**src/hdl/spif_config.svh**
```systemverilog
// ============================
// build-time sizes and constants of the flash boot loader
// included by the package and by RTL that needs flash constants
// ============================
`ifndef SPIF_CONFIG_SVH
`define SPIF_CONFIG_SVH

// ============================
// memory geometry
// ============================
`define SPIF_WIDTH      18       // data word width
`define SPIF_CODE_SIZE  10       // log2 of code RAM depth
`define SPIF_DATA_SIZE  10       // log2 of data RAM depth

// ============================
// flash
// ============================
`define SPIF_BASEBLOCK  0        // first 64 KB sector of the boot image
`define SPIF_FAST_READ  8'h0B    // read opcode with dummy byte
`define SPIF_RATE_POR   7        // SCLK divisor out of reset

`endif

```
**src/hdl/spif_pkg.sv**
```systemverilog
// ============================
// shared types and widths of the boot loader
// imported by every RTL module of the design
// ============================
`default_nettype none

`include "spif_config.svh"

package spif_pkg;

  // ============================
  // widths
  // ============================
  localparam int WORD_W  = `SPIF_WIDTH;          // data RAM word
  localparam int CODE_W  = 16;                   // instruction word
  localparam int CODE_AW = `SPIF_CODE_SIZE;      // code RAM address
  localparam int DATA_AW = `SPIF_DATA_SIZE;      // data RAM address
  localparam int RAM_AW  = (CODE_AW > DATA_AW) ? CODE_AW : DATA_AW;  // spram address

  localparam int HDR_BYTES = 6;                  // opcode, sector, four 00 bytes

  // flash engine format codes
  localparam logic [2:0] FMT_IDLE = 3'd0;        // CS# high
  localparam logic [2:0] FMT_READ = 3'd2;        // continuous read

  // ============================
  // boot command byte
  // ============================
  // tag 11 is end or load, 10 is rate, 0x is word mode
  typedef union packed {
    struct packed {
      logic [1:0] tag;
      logic       fin;                           // end the boot
      logic       rel;                           // release the processor
      logic [1:0] pad;
      logic [1:0] load;                          // bit 1 count, bit 0 two bytes
    } e;
    struct packed {
      logic [1:0] tag;
      logic [1:0] pad;
      logic [3:0] div;                           // new SCLK divisor
    } r;
    struct packed {
      logic [1:0] tag;
      logic [2:0] pad;
      logic       is_data;                       // 1 = data RAM
      logic [1:0] nbm1;                          // bytes per word minus one
    } m;
  } boot_cmd_u;

endpackage

`default_nettype wire

```
**src/hdl/boot_sequencer.sv**
```systemverilog
// ============================
// flash side of the boot loader
// sends the FAST_READ header and turns each finished transfer into a byte pulse
// ============================
`timescale 1ns/100ps
`default_nettype none

`include "spif_config.svh"

module boot_sequencer (
  input  wire        clk,
  input  wire        arstn,
  input  wire        i_clear_done,   // RAM clear finished
  input  wire        i_f_ready,      // engine ready for a byte
  input  wire  [7:0] i_f_din,        // byte from the last transfer
  input  wire        i_rate_wr,      // rate command strobe
  input  wire  [3:0] i_rate,
  input  wire        i_boot_end,     // end command seen
  output logic       o_f_wr,         // flash strobe
  output logic [7:0] o_f_dout,
  output logic [2:0] o_f_format,
  output logic [3:0] o_f_rate,
  output logic       o_byte_valid,   // stream byte pulse
  output logic [7:0] o_byte,
  output logic       o_booting
);

  import spif_pkg::*;

  logic [2:0] hdr_cnt;               // header transfers sent so far
  logic       hdr_done;

  // ============================
  // strobe and byte delivery
  // ============================
  assign hdr_done     = (hdr_cnt == 3'(HDR_BYTES));
  assign o_f_wr       = o_booting & i_clear_done & i_f_ready;  // ready drops after strobe
  assign o_byte_valid = o_f_wr & hdr_done;   // previous transfer's byte
  assign o_byte       = i_f_din;

  always_comb begin
    case (hdr_cnt)
      3'd0:    o_f_dout = `SPIF_FAST_READ;
      3'd1:    o_f_dout = 8'(`SPIF_BASEBLOCK);
      default: o_f_dout = 8'h00;             // address, dummy and stream fill
    endcase
  end

  // ============================
  // header count, format, rate
  // ============================
  always_ff @(posedge clk or negedge arstn) begin
    if (!arstn) begin
      hdr_cnt    <= 3'd0;
      o_f_format <= FMT_IDLE;
      o_f_rate   <= 4'(`SPIF_RATE_POR);
      o_booting  <= 1'b1;
    end else begin
      if (o_f_wr && !hdr_done) begin
        hdr_cnt <= hdr_cnt + 3'd1;
      end
      if (o_f_wr && hdr_cnt == 3'd0) begin
        o_f_format <= FMT_READ;              // CS# low for the whole read
      end
      if (i_rate_wr) begin
        o_f_rate <= i_rate;
      end
      if (i_boot_end) begin
        o_f_format <= FMT_IDLE;              // raise CS#
        o_booting  <= 1'b0;                  // no more strobes
      end
    end
  end

endmodule

`default_nettype wire

```
**config.mk**
```make
export PLATFORM = sky130hd
export DESIGN_NAME = boot_sequencer
export DESIGN_NICKNAME = d
export VERILOG_FILES = /design/src/hdl/spif_pkg.sv /design/src/hdl/boot_sequencer.sv
export VERILOG_INCLUDE_DIRS = /design/src /design/src/hdl
export SDC_FILE = /design/constraint.sdc
export NUM_CORES = 1
export LEC_CHECK = 0
export BUFFER_PORTS_ARGS = -buffer_cell sky130_fd_sc_hd__buf_2
export CAP_MARGIN = 20
export CORE_AREA = 5 5 52 49
export DETAILED_ROUTE_END_ITERATION = 12
export DIE_AREA = 0 0 57 54
export GPL_ROUTABILITY_DRIVEN = 0
export PLACE_DENSITY = 0.62
export SLEW_MARGIN = 20
export SYNTH_ARGS = -nofsm -noshare
export SYNTH_HDL_FRONTEND = slang
export SYNTH_SLANG_ARGS = --single-unit
```
**constraint.sdc**
```tcl
create_clock -name clk -period 1.3 [get_ports clk]
set_clock_uncertainty 0.05 [all_clocks]
set_input_delay 0.065 -clock clk [delete_from_list [all_inputs] [get_ports clk]]
set_output_delay 0.065 -clock clk [all_outputs]
set_load 0.03 [all_outputs]
```
* After elaboration in Yosys (flattened, before gate mapping)
Cells that the tools add are included.
** Word-level totals
- Input port bits :: 18
- Register bits after elaboration :: 11
** Operators by class
- Reductions and logical operators :: 5
- Bitwise gates (word level) :: 3
- $add $sub $neg :: 1
- Muxes and demuxes :: 3
- Equality and inequality tests :: 1
** Operator list (number)
- 3-bit two-way mux :: 2
- 4-bit two-way mux :: 1
- 3-bit by 1-bit adder with 3-bit output (second input constant) :: 1
- 1-bit AND :: 3
- 3-bit equality test (second input constant) :: 1
- 3-bit zero test :: 1
- 1-bit logical AND :: 2
- 2-bit nonzero test :: 1
- 1-bit zero test :: 1

* Depth between registers and ports, before layout
- Depth in word-level cells :: 5
- Depth in mapped cells :: 5
- Depth with buffers taken out :: 5

* Worst setup path before layout
No wires, ideal clock.
- Path kind :: register to output
- Start point :: register hdr_cnt[0]
- End point :: output o_f_dout[1]
- Stages on the path, launching flop included :: 5
- Arrival :: 1.422 ns
- Required time :: 1.185 ns
- Slack :: -0.237 ns
- Cells stage by stage :: dfrtp_1 inv_1 ha_1 nor2b_1 buf_4
** On the way
- Word-level cells in the longest chain between the ends :: 2
** RTL lines
- from (decl) :: RTL line boot_sequencer.sv:30 : logic [2:0] hdr_cnt;
- from (signal assigned) :: RTL line boot_sequencer.sv:60 : hdr_cnt <= hdr_cnt + 3'd1;
- 3-bit zero test :: RTL line boot_sequencer.sv:42 : case (hdr_cnt)
- 4-bit two-way mux :: RTL line boot_sequencer.sv:42
- to (decl) :: RTL line boot_sequencer.sv:20 : output logic [7:0] o_f_dout,
Every way passes these cells.

* Final worst setup path
- Start point :: register o_booting
- End point :: output o_byte_valid
** On the way
- Word-level cells in the longest chain between the ends :: 3
** RTL lines
- from (decl) :: RTL line boot_sequencer.sv:25 : output logic o_booting
- from (signal assigned) :: RTL line boot_sequencer.sv:57 : o_booting <= 1'b1;
- from (signal assigned) :: RTL line boot_sequencer.sv:70 : o_booting <= 1'b0;
- 1-bit AND (2 in series) :: RTL line boot_sequencer.sv:37 : assign o_f_wr = o_booting & i_clear_done & i_f_ready;
- 1-bit AND :: RTL line boot_sequencer.sv:38 : assign o_byte_valid = o_f_wr & hdr_done;
- to (decl) :: RTL line boot_sequencer.sv:23 : output logic o_byte_valid,
Every way passes these cells.

==> impl_metrics.json <==
{
  "hold_depth": 2,
  "critPathArrivalTime_ns": 1.28,
  "antenna_left": 0,
  "ys_seq_area_share_pct": 41.91,
  "worst_slack_ns": -0.09545,
  "drt_drc_violations_left": 0,
  "violations": "negative setup slack",
  "boundaryPins": 44,
  "start_kind": "flip-flop",
  "antenna_found_initial": 0,
  "clk_path_buf_depth": 2,
  "internal_power_mw": 0.4542,
  "place_ws_ns": 0.03723,
  "peakVddDrop_mv": 0.5826,
  "crit_path_end_kind": "output pin",
  "grt_setup_unrepaired": "true",
  "status": "complete, but fails checks",
  "wl_met3_um": 139,
  "port_buffers": 20,
  "drt-pass1-iter-count": 1,
  "multi_input_area_um2": 221.5,
  "core_um2": 2042,
  "reg2reg_depth": 4,
  "fin_crit_sh_pct": 107.3,
  "mostFrequentLayoutCells": "buf_2 (16), conb_1 (7), dlygate4sd3_1 (6), dfrtp_1 (5)",
  "drive_above_1_share_pct": 59.72,
  "swShare_pct": 29.12,
  "wl_met1_um": 373,
  "power_frac_clock_pct": 34.1,
  "hold_path.class": "input pin to flip-flop",
  "power_density_nw_per_um2": 871.0,
  "setup_viol": 5,
  "die_area_um2": 3078,
  "hpwl_um": 786.2,
  "die_w_um": 57,
  "avgSynthCellArea_um2": 11.21,
  "syn_to_final_growth_pct": 33.94,
  "power.share.combinational_pct": 18.2,
  "cts-htree-levels": 1,
  "ff2ff_setup_slack_ns": -0.03,
  "holdPathEnd": "o_f_rate[0]$_DFFE_PN1P_",
  "seq_power_share_pct": 47.7,
  "final_max_slew_viol_count": 0,
  "die_y_um": 54,
  "grt_max_degree": 10,
  "grt_pass1_wl_um": 1897,
  "num-fill-cells": 208,
  "seq_area_um2": 230.2,
  "hold_viol": 0,
  "crit_required_ns": 1.19,
  "wl_per_cell_um": 11.13,
  "drtIter0Drc": 0,
  "postSynthRegisterBits": 9,
  "cts-root-buf": "clkbuf_4",
  "fin_util_pct": 36.03,
  "maxCapViolCount": 0,
  "clk_latency_ns": 0.26,
  "r2r_end": "hdr_cnt[1]$_DFFE_PN0P_",
  "hold_path.startpoint": "i_rate_wr",
  "top_layer_used": "met4",
  "yosys_warnings": 0,
  "numCtsBuffers": 3,
  "routed_via_density": 4.101,
  "diodes": 0,
  "layout_commonest_cell": "buf_2",
  "netlist_area_um2": 549.3,
  "first_global_vias": 460,
  "r2r_start": "o_booting$_DFFE_PN1P_",
  "overflow": 0,
  "cts_sinks": 9,
  "gr-usage-all-layers_pct": 8.423,
  "leakage_nw": 0.3759,
  "power_switching_mw": 0.1866,
  "cts_tree": "yes",
  "via_count": 406,
  "syn-instance-count": 49,
  "crit_fanout": 3,
  "rows": 16,
  "wl_met2_um": 543,
  "start_util_pct": 26.90,
  "period_minus_slack_ns": 1.395,
  "totalWireLength_um": 1102,
  "synthDistinctLibCells": 18,
  "path_clk_slew_ns": 0.06,
  "fin_nets": 94,
  "fmaxAchievable_mhz": 716.6,
  "critPathKind": "flip-flop to output pin"
}
[sequential cells by signal, summed over array words and instances (netlist names)]
signal and count:
hdr_cnt 3, o_booting 1, o_f_format 1, o_f_rate 4
[cells in the mapped netlist]
| library cell | instances | area (um2) |
|---|---|---|
| mux2i_1 | 1 | 10.01 |
| and3_4 | 1 | 11.26 |
| a21oi_1 | 1 | 5.000 |
| conb_1 | 1 | 3.750 |
| inv_1 | 2 | 7.510 |
| buf_4 | 17 | 127.6 |
| nor2_1 | 2 | 7.510 |
| nand4_1 | 1 | 6.260 |
| ha_1 | 3 | 37.54 |
| dfstp_2 | 4 | 105.1 |
| dfrtp_1 | 5 | 125.1 |
| mux2_4 | 1 | 15.01 |
| nor2b_1 | 2 | 12.51 |
| nand2_1 | 1 | 3.750 |
| nand2_4 | 1 | 11.26 |
| xnor2_1 | 1 | 8.760 |
| mux2_2 | 4 | 45.04 |
| and3_1 | 1 | 6.260 |
[cell type report]
| class | instances | share of cell area [%] |
|---|---|---|
| clock buffers | 3 | 3.061 |
| clock inverters | 1 | 0.6803 |
| inverters | 2 | 1.020 |
| multi-input cells | 27 | 30.10 |
| flip-flops and latches | 9 | 31.29 |
| well taps | 27 | 4.592 |
| repair buffers | 30 | 29.25 |
[per-layer routing]
metal	up-vias	GRT usage, %
li1	179	-
met4	0	6.950
met3	8	4.796
met5	-	0
met1	188	6.705
met2	31	15.21
[worst max-delay path by stage]
stage,start,end,slack (ns)
after floorplan,o_booting$_DFFE_PN1P_,hdr_cnt[1]$_DFFE_PN0P_,-0.14
after global placement,o_booting$_DFFE_PN1P_,hdr_cnt[1]$_DFFE_PN0P_,0.05
after detailed placement,hdr_cnt[0]$_DFFE_PN0P_,hdr_cnt[1]$_DFFE_PN0P_,0.04
after CTS,o_booting$_DFFE_PN1P_,o_byte_valid,-0.12
after global routing,o_booting$_DFFE_PN1P_,o_byte_valid,-0.15
final,o_booting$_DFFE_PN1P_,o_byte_valid,-0.1
[power by group through the flow]
stage          sequential, mW  combinational [mW]  clock [mW]
2_1_floorplan           0.337               0.102           0
6_report                0.306               0.116       0.219
3_3_place_gp            0.310              0.0998           0
5_1_grt                 0.308               0.124       0.242
4_1_cts                 0.306               0.115       0.230
3_5_place_dp            0.309               0.102           0
[critical path: stages (launching register included)]
cell and delay (ns):
dfstp_2 0.53, and3_4 0.18, and3_4 0.18, buf_6 0.12
[metrics by stage]
step / setup TNS (ns) / hold slack (ns) / instance area [um2] / power [mW] / cells
after detailed placement: 0 / -0.1236 / 601.8 / 0.4114 / 87
after global placement: 0 / -0.1270 / 601.8 / 0.4095 / 87
after floorplan: -0.1616 / -0.2806 / 580.6 / 0.4392 / 55
after CTS: -0.3690 / 0.04016 / 732.0 / 0.6507 / 99
after global routing: -0.6655 / 0.06026 / 735.7 / 0.6734 / 99
final: -0.3005 / 0.07066 / 735.7 / 0.6408 / 99
[logic make-up after synthesis]
logic type / count (synthesis) / synth area share [%]
buffers and inverters: 19 / 24.60
other: 1 / 0.6827
multiplexers: 6 / 12.75
AND/OR/NAND/NOR: 9 / 10.71
adder cells (fa/ha/maj): 3 / 6.834
XOR/XNOR: 1 / 1.595
flip-flops: 9 / 41.91
AO/OA/AOI/OAI: 1 / 0.9103
[timing repair]
item,CTS,global route
gates resized for setup,10,1
endpoints found under the hold margin,15,0
setup buffers,3,0
cloned,0,0
setup endpoints to repair,5,6
hold buffers,6,0
pin swaps,2,1
Power figures use the tool's default switching activity.
