[config.mk]
export PLATFORM = sky130hd
export DESIGN_NAME = boot_interpreter
export DESIGN_NICKNAME = d
export VERILOG_FILES = /design/src/hdl/spif_pkg.sv /design/src/hdl/boot_interpreter.sv
export VERILOG_INCLUDE_DIRS = /design/src /design/src/hdl
export SDC_FILE = /design/constraint.sdc
export NUM_CORES = 1
export LEC_CHECK = 0
export BUFFER_PORTS_ARGS = -buffer_cell sky130_fd_sc_hd__buf_2
export CAP_MARGIN = 10
export CELL_PAD_IN_SITES_DETAIL_PLACEMENT = 0
export CELL_PAD_IN_SITES_GLOBAL_PLACEMENT = 1
export CORE_ASPECT_RATIO = 0.5
export CORE_MARGIN = 5
export CORE_UTILIZATION = 35
export DETAILED_ROUTE_END_ITERATION = 7
export PLACE_DENSITY_LB_ADDON = 0.1
export SLEW_MARGIN = 20
export SYNTH_ARGS = -nofsm -noshare
export SYNTH_HDL_FRONTEND = slang
export SYNTH_SLANG_ARGS = --single-unit
[constraint.sdc]
create_clock -name clk -period 2.56 [get_ports clk]
set_input_delay 0.64 -clock clk [delete_from_list [all_inputs] [get_ports clk]]
set_output_delay 0.64 -clock clk [all_outputs]
set_load 0.01 [all_outputs]
[src/hdl/spif_config.svh]
// ============================
// build-time sizes and constants of the flash boot loader
// included by the package and by RTL that needs flash constants
// ============================
`ifndef SPIF_CONFIG_SVH
`define SPIF_CONFIG_SVH

// ============================
// memory geometry
// ============================
`define SPIF_WIDTH      18       // data word width
`define SPIF_CODE_SIZE  10       // log2 of code RAM depth
`define SPIF_DATA_SIZE  10       // log2 of data RAM depth

// ============================
// flash
// ============================
`define SPIF_BASEBLOCK  0        // first 64 KB sector of the boot image
`define SPIF_FAST_READ  8'h0B    // read opcode with dummy byte
`define SPIF_RATE_POR   7        // SCLK divisor out of reset

`endif

[src/hdl/spif_pkg.sv]
// ============================
// shared types and widths of the boot loader
// imported by every RTL module of the design
// ============================
`default_nettype none

`include "spif_config.svh"

package spif_pkg;

  // ============================
  // widths
  // ============================
  localparam int WORD_W  = `SPIF_WIDTH;          // data RAM word
  localparam int CODE_W  = 16;                   // instruction word
  localparam int CODE_AW = `SPIF_CODE_SIZE;      // code RAM address
  localparam int DATA_AW = `SPIF_DATA_SIZE;      // data RAM address
  localparam int RAM_AW  = (CODE_AW > DATA_AW) ? CODE_AW : DATA_AW;  // spram address

  localparam int HDR_BYTES = 6;                  // opcode, sector, four 00 bytes

  // flash engine format codes
  localparam logic [2:0] FMT_IDLE = 3'd0;        // CS# high
  localparam logic [2:0] FMT_READ = 3'd2;        // continuous read

  // ============================
  // boot command byte
  // ============================
  // tag 11 is end or load, 10 is rate, 0x is word mode
  typedef union packed {
    struct packed {
      logic [1:0] tag;
      logic       fin;                           // end the boot
      logic       rel;                           // release the processor
      logic [1:0] pad;
      logic [1:0] load;                          // bit 1 count, bit 0 two bytes
    } e;
    struct packed {
      logic [1:0] tag;
      logic [1:0] pad;
      logic [3:0] div;                           // new SCLK divisor
    } r;
    struct packed {
      logic [1:0] tag;
      logic [2:0] pad;
      logic       is_data;                       // 1 = data RAM
      logic [1:0] nbm1;                          // bytes per word minus one
    } m;
  } boot_cmd_u;

endpackage

`default_nettype wire

[src/hdl/boot_interpreter.sv]
// ============================
// decodes the boot byte stream into RAM word writes
// also issues rate updates and the boot end with reset release
// ============================
`timescale 1ns/100ps
`default_nettype none

module boot_interpreter (
  input  wire                         clk,
  input  wire                         arstn,
  input  wire                         i_byte_valid,   // stream byte pulse
  input  wire  [7:0]                  i_byte,
  output logic                        o_word_wr,      // one word ready
  output logic                        o_word_is_data, // 1 = data RAM
  output logic [15:0]                 o_dest,         // word address
  output logic [spif_pkg::WORD_W-1:0] o_word,
  output logic                        o_rate_wr,
  output logic [3:0]                  o_rate,
  output logic                        o_boot_end,
  output logic                        o_p_reset       // processor reset
);

  import spif_pkg::*;

  localparam logic [1:0] M_CMD  = 2'd0;   // command byte expected
  localparam logic [1:0] M_WORD = 2'd1;   // collecting word bytes
  localparam logic [1:0] M_DEST = 2'd2;   // destination load
  localparam logic [1:0] M_CNT  = 2'd3;   // count load

  boot_cmd_u   cmd;
  logic [1:0]  mode;
  logic        hi_pend;                   // high byte of a load comes next
  logic [1:0]  nbm1;                      // bytes per word minus one
  logic [1:0]  byte_left;                 // bytes still missing in this word
  logic [15:0] count;                     // words left minus one
  logic        first_byte;

  assign cmd        = i_byte;
  assign first_byte = (byte_left == nbm1);

  // ============================
  // mode FSM
  // ============================
  always_ff @(posedge clk or negedge arstn) begin
    if (!arstn) begin
      mode           <= M_CMD;
      hi_pend        <= 1'b0;
      nbm1           <= 2'd0;
      byte_left      <= 2'd0;
      count          <= 16'd0;
      o_dest         <= 16'd0;
      o_word_wr      <= 1'b0;
      o_word_is_data <= 1'b0;
      o_rate_wr      <= 1'b0;
      o_boot_end     <= 1'b0;
      o_p_reset      <= 1'b1;             // processor held until release
    end else begin
      o_word_wr  <= 1'b0;                 // strobes
      o_rate_wr  <= 1'b0;
      o_boot_end <= 1'b0;
      if (o_word_wr) begin
        o_dest <= o_dest + 16'd1;         // bump after each write
      end
      if (i_byte_valid) begin
        case (mode)
          M_CMD: begin
            case (cmd.e.tag)
              2'b11: begin
                if (cmd.e.fin) begin
                  o_boot_end <= 1'b1;
                  o_p_reset  <= ~cmd.e.rel;
                end else begin
                  mode    <= cmd.e.load[1] ? M_CNT : M_DEST;
                  hi_pend <= cmd.e.load[0];
                end
              end
              2'b10: begin
                o_rate_wr <= 1'b1;        // divisor goes out on o_rate
              end
              default: begin
                mode           <= M_WORD;
                o_word_is_data <= cmd.m.is_data;
                nbm1           <= cmd.m.nbm1;
                byte_left      <= cmd.m.nbm1;
              end
            endcase
          end
          M_WORD: begin
            if (byte_left != 2'd0) begin
              byte_left <= byte_left - 2'd1;
            end else begin
              byte_left <= nbm1;          // rearm for next word
              o_word_wr <= 1'b1;
              if (count != 16'd0) begin
                count <= count - 16'd1;
              end else begin
                mode <= M_CMD;            // run finished
              end
            end
          end
          M_DEST: begin
            if (hi_pend) begin
              o_dest[15:8] <= i_byte;
              hi_pend      <= 1'b0;
            end else begin
              o_dest[7:0] <= i_byte;
              mode        <= M_CMD;
            end
          end
          default: begin
            if (hi_pend) begin
              count[15:8] <= i_byte;
              hi_pend     <= 1'b0;
            end else begin
              count[7:0] <= i_byte;
              mode       <= M_CMD;
            end
          end
        endcase
      end
    end
  end

  // ============================
  // word and rate payload
  // ============================
  always_ff @(posedge clk) begin
    if (i_byte_valid && mode == M_WORD) begin
      if (first_byte) begin
        o_word <= WORD_W'(i_byte);        // fresh word, upper bits zero
      end else begin
        o_word <= {o_word[WORD_W-9:0], i_byte};  // big-endian shift
      end
    end
    if (i_byte_valid && mode == M_CMD && cmd.r.tag == 2'b10) begin
      o_rate <= cmd.r.div;
    end
  end

endmodule

`default_nettype wire

# After elaboration in Yosys (flattened, before gate mapping)
# Cells that the tools add are included.
# W data, S select, Z words.
dict set report classes {
  n_addsub 3
  n_bitwise 4
  mux 33
  n_eq_ne 15
  reduce_logical 17
}
# cell count
set op_table {}
lappend op_table {{$mux W16} 5}
lappend op_table {{$mux W8} 4}
lappend op_table {{$pmux W16 S2} 1}
lappend op_table {{$add A16 B1 Y16 const B} 1}
lappend op_table {{$reduce_bool A16 Y1} 1}
lappend op_table {{$sub A16 B1 Y16 const B} 1}
lappend op_table {{$mux W1} 13}
lappend op_table {{$mux W2} 6}
lappend op_table {{$ne A2 B2 Y1 const B} 6}
lappend op_table {{$pmux W2 S2} 3}
lappend op_table {{$reduce_and A5 Y1} 2}
lappend op_table {{$reduce_and A4 Y1} 2}
lappend op_table {{$eq A2 B2 Y1 const B} 3}
lappend op_table {{$reduce_and A3 Y1} 2}
lappend op_table {{$reduce_and A6 Y1} 1}
lappend op_table {{$reduce_bool A2 Y1} 3}
lappend op_table {{$ne A2 B1 Y1 const B} 2}
lappend op_table {{$not A1 Y1} 4}
lappend op_table {{$reduce_or A2 Y1} 2}
lappend op_table {{$logic_and A1 B1 Y1} 3}
lappend op_table {{$ne A3 B1 Y1 const B} 1}
lappend op_table {{$ne A3 B3 Y1 const B} 1}
lappend op_table {{$eq A2 B1 Y1 const B} 1}
lappend op_table {{$eq A2 B2 Y1} 1}
lappend op_table {{other kinds (3)} 3}
dict set report word_totals {
  elab_cells 87
  inputBits 11
  regBits 66
  output_inout_bits 43
}

# Depth between registers and ports, before layout
dict set report logic_depth {
  word_depth 5
  depth_mapped 7
  mapped_depth_nobuf 6
}

# Least setup slack after synthesis
# Ideal clock, no wire load.
dict set report synth_timing {
  path_kind {register to register}
  startpoint {reg mode[1]}
  endpoint {reg o_word[0] (netlist bit), enable pin}
  path_slack_ns 0.585
  t_required_ns 2.184
  synth_period_minus_slack_ns 1.975
  n_path_buf 2
  setup_ns 0.376
  arrival_ns 1.599
  stages_incl_launch_ff 5
  cell_sequence {dfrtp_1 -> clkbuf_1 -> nor2b_1 -> clkbuf_1 -> and2_1}
}
dict set report synth_via {
  elab_chain_cells 2
}
# item line
set synth_lines {}
lappend synth_lines {{start, declared} boot_interpreter.sv:31} ;# logic [1:0] mode;
lappend synth_lines {{start signal, assigned} boot_interpreter.sv:73} ;# mode <= cmd.e.load[1] ? M_CNT : M_DEST;
lappend synth_lines {{$eq A2 B1 Y1} boot_interpreter.sv:128} ;# if (i_byte_valid && mode == M_WORD) begin
lappend synth_lines {{$logic_and A1 B1 Y1} boot_interpreter.sv:128}
lappend synth_lines {{end signal, assigned} boot_interpreter.sv:130} ;# o_word <= WORD_W'(i_byte);
lappend synth_lines {{end signal, assigned} boot_interpreter.sv:132} ;# o_word <= {o_word[WORD_W-9:0], i_byte};
lappend synth_lines {{end, declared} boot_interpreter.sv:16} ;# output logic [spif_pkg::WORD_W-1:0] o_word,
# No other way between the ends.
# A chain may end at the register's enable or synchronous reset.

# Worst setup path after layout
dict set report layout_timing {
  startpoint {reg count[0]}
  endpoint {reg count[0]}
}
dict set report layout_via {
  elab_chain_cells 4
  elab_cells_between_ends 7
  cone_classes {add/sub (1); eq/ne (1); mux (3); reduce/logical (2)}
}
# item line
set layout_lines {}
lappend layout_lines {{start, declared} boot_interpreter.sv:35} ;# logic [15:0] count;
lappend layout_lines {{start signal, assigned} boot_interpreter.sv:95} ;# count <= count - 16'd1;
lappend layout_lines {{start signal, assigned} boot_interpreter.sv:115} ;# count[7:0] <= i_byte;
lappend layout_lines {{$sub A16 B1 Y16} boot_interpreter.sv:95}
lappend layout_lines {{$mux W16} boot_interpreter.sv:94} ;# if (count != 16'd0) begin
lappend layout_lines {{$mux W16} boot_interpreter.sv:89} ;# if (byte_left != 2'd0) begin
lappend layout_lines {{$pmux W16 S2} boot_interpreter.sv:65} ;# case (mode)
# Parallel ways exist; a longest one is shown, timed or not. The select of a mux whose other input is x is not followed.

==> results.yml <==
min_path:
  hold_path.class: "in2async"
yosys:
  synth_mux_area_frac: 0.0190
  synthCells: 333
  synthSimpleGateAreaFrac: 0.217
  synth-async-reset-ratio: 0.667
  yosys-top-cells-count: "dfrtp_1, nor2_1, nand2_1"
  dominantRegCellSynth: "dfrtp_1"
  synthAdderAreaFrac: 0.00731
  synth_top_area_frac: 0.314
  synth_edf_count: 22
  yosysWarnings: 0
  synth_xor_xnor_area_share: 0.0460
  synth_largest_area_cell: "dfrtp_1"
  seq_area_frac_synth: 0.515
  ys_ff_latch: 66
  syn_area_mm2: 0.00342
  synthDistinctLibCells: 58
  synth_top_family_by_area: "simple AND/OR/NAND/NOR gates"
  syn_nets: 346
  synth_compound_area_frac: 0.160
  postSynthAreaPerCell_um2: 10.3
  synth.most_common_cell: "dfrtp_1"
  synth.top_cells.by_area: "dfrtp_1, edfxtp_1, nor2_1"
power:
  powerDensity_mw_per_mm2: 1060
  power.leakage_nw: 1.67
  irDropWorstVdd_mv: 0.394
clocking:
  cts_buffer_depth: 2
  cts.sinks: 66
  cts_made_buffers: 9
  clock_latency_ns: 0.34
  htree_num_levels: 3
  cts_tree: "built"
  path_clk_slew_ns: 0.06
  holdBufCountCts: 0
  cts_root_buffer: "clkbuf_16"
  cts_setup_buffers: 0
  ctsResizeCount: 0
timing:
  fmax_mhz: 454
  final.period_utilization: 0.860
  setup_tns_ns: 0
  fin_skew_ns: 0.00675
  setup_viol: 0
  drv_slew: 0
  hold_viol: 0
  finalCriticalPeriod_ns: 2.20
  tightest_slew_ns: 0.617
  rsz0062_at_grt: "false"
  relSlewSlack: 0.589
  final.setup.worst_slack_ns: 0.359
critical_path:
  crit_required_ns: 2.77
  crit_path_max_incr_delay_ns: 0.41
  arrival_ns: 2.41
  critPathKind: "reg2reg"
  slowest_stage: "dfrtp_1"
  crit_buf_inv: 1
  cp_top_family: "simple AND/OR/NAND/NOR gates"
  crit_path_end_kind: "register"
  crit_path_cell_trace: "inv_1, ha_1, nor4b_1, and4_1, nor2_1, a221o_1"
  critPathMaxFanout: 8
  start_kind: "register"
route:
  remaining_drc_errors: 0
  post_drt_via_cell_ratio: 5.35
  wire_per_inst_um: 17.8
  dr.first_iter.drc_count: 241
  num_vias: 2812
  postRouteAntennaNets: 0
  wirelength_um: 9390
  dr.pass1.iters: 4
placed_design:
  post-dp-hpwl_um: 6590
  numPortBuffers: 53
  place_ws_ns: 0.397
  gp_congestion: 0.876
layout:
  drive_gt1_frac: 0.238
  fin_nets: 399
  syn_to_final_growth_pct: 21.4
  diodes: 0
die:
  core_area_mm2: 0.00948
  fp.dieH_um: 79.9
  fp-row-count: 25
  ios: 54
  initial_core_util: 0.361
  die-width_um: 150
  die_area_mm2: 0.0120
run_status:
  status: "complete, no violations"
global_routing:
  grt_max_degree: 45
  grt_pass1_wl_um: 15300
  grt-ovfl-total: 0
  grt_use_total: 0.167
  grt_pass1_vias: 2859
  antenna_found_initial: 0
run:
  cap_violations: 0
## registers in the layout (all words and copies together), names as in the netlist
register        count
o_word_is_data      1
o_dest             16
o_boot_end          1
o_rate_wr           1
nbm1                2
hi_pend             1
o_word             18
o_p_reset           1
o_word_wr           1
mode                2
o_rate              4
byte_left           2
count              16
## cell type report
class | instances | area (um2)
Clock buffer | 9 | 225
Clock inverter | 7 | 100
Fill cell | 929 | 5320
Inverter | 10 | 37.5
Multi-Input combinational cell | 238 | 1540
Sequential cell | 66 | 1760
Tap cell | 135 | 169
Timing Repair Buffer | 61 | 325
## cell families after synthesis
logic type,Yosys count
DFF,66
buffers and inverters,29
and+or+nand+nor,132
adders and majority gates,2
xor gates and xnor gates,18
AOI/OAI and AO/OA,80
muxes,6
## per-stage QoR
stage / total power [mW] / area, um2 / hold slack [ns] / util / cells
after detailed placement: 3.08 / 3830 / 0.465 / 0.404 / 510
final: 4.41 / 4160 / 0.379 / 0.439 / 526
after floorplan: 2.62 / 3420 / 0.344 / - / 333
after global placement: 3.06 / 3830 / 0.452 / 0.404 / 510
after global routing: 4.71 / 4160 / 0.451 / 0.439 / 526
after CTS: 4.45 / 4160 / 0.417 / 0.439 / 526
## worst register-to-register path, stage by stage, from the launching register on
cell and delay [ns]:
dfrtp_1 0.41, inv_1 0.12, ha_1 0.27, nor4b_1 0.32
and4_1 0.41, nor2_1 0.17, a221o_1 0.38
## worst paths after layout
path	startpoint	end	slack, ns	depth (start not counted)
hold / removal	arstn	count[11]$_DFFE_PN0P_	0.38	2
max in group asynchronous	arstn	hi_pend$_DFFE_PN0P_	1.74	2
hold reg to reg	o_p_reset$_DFFE_PN1P_	o_p_reset$_DFFE_PN1P_	0.47	2
setup / recovery	count[0]$_DFFE_PN0P_	count[0]$_DFFE_PN0P_	0.36	6
min in group clk	o_p_reset$_DFFE_PN1P_	o_p_reset$_DFFE_PN1P_	0.47	2
setup reg to reg	count[0]$_DFFE_PN0P_	count[0]$_DFFE_PN0P_	0.36	6
## routing by layer
layer,GRT usage,vias to the layer above,wire length (um)
met5,0,-,0
met4,0.0657,0,145
met3,0.0488,13,669
met2,0.259,97,4260
met1,0.219,1356,4310
li1,-,1346,-
## layout by cell type (no fill, tap or decap), types with 4 or more instances in the layout
cell type   n
inv_1      10
and2_1     13
nand3_1    10
nand4_1     9
nor3_1      8
o21ai_0    17
nand2_1    26
mux2_2      4
xnor2_1     9
dfrtp_1    43
o31ai_1     5
buf_2      53
o22ai_1     4
nand2b_1    5
a21oi_1    13
edfxtp_1   22
a31oi_1    11
buf_4       8
xor2_1      9
clkbuf_16   9
nor2_1     28
## report_power, final
group	total [mW]	leakage [nW]	internal, mW	switching, mW
logic	1.30	0.759	0.575	0.723
clock network	1.35	0.160	0.860	0.485
registers	1.76	0.748	1.39	0.378
total	4.41	1.67	2.82	1.59
Note: power is estimated with default switching activity, not from simulation.
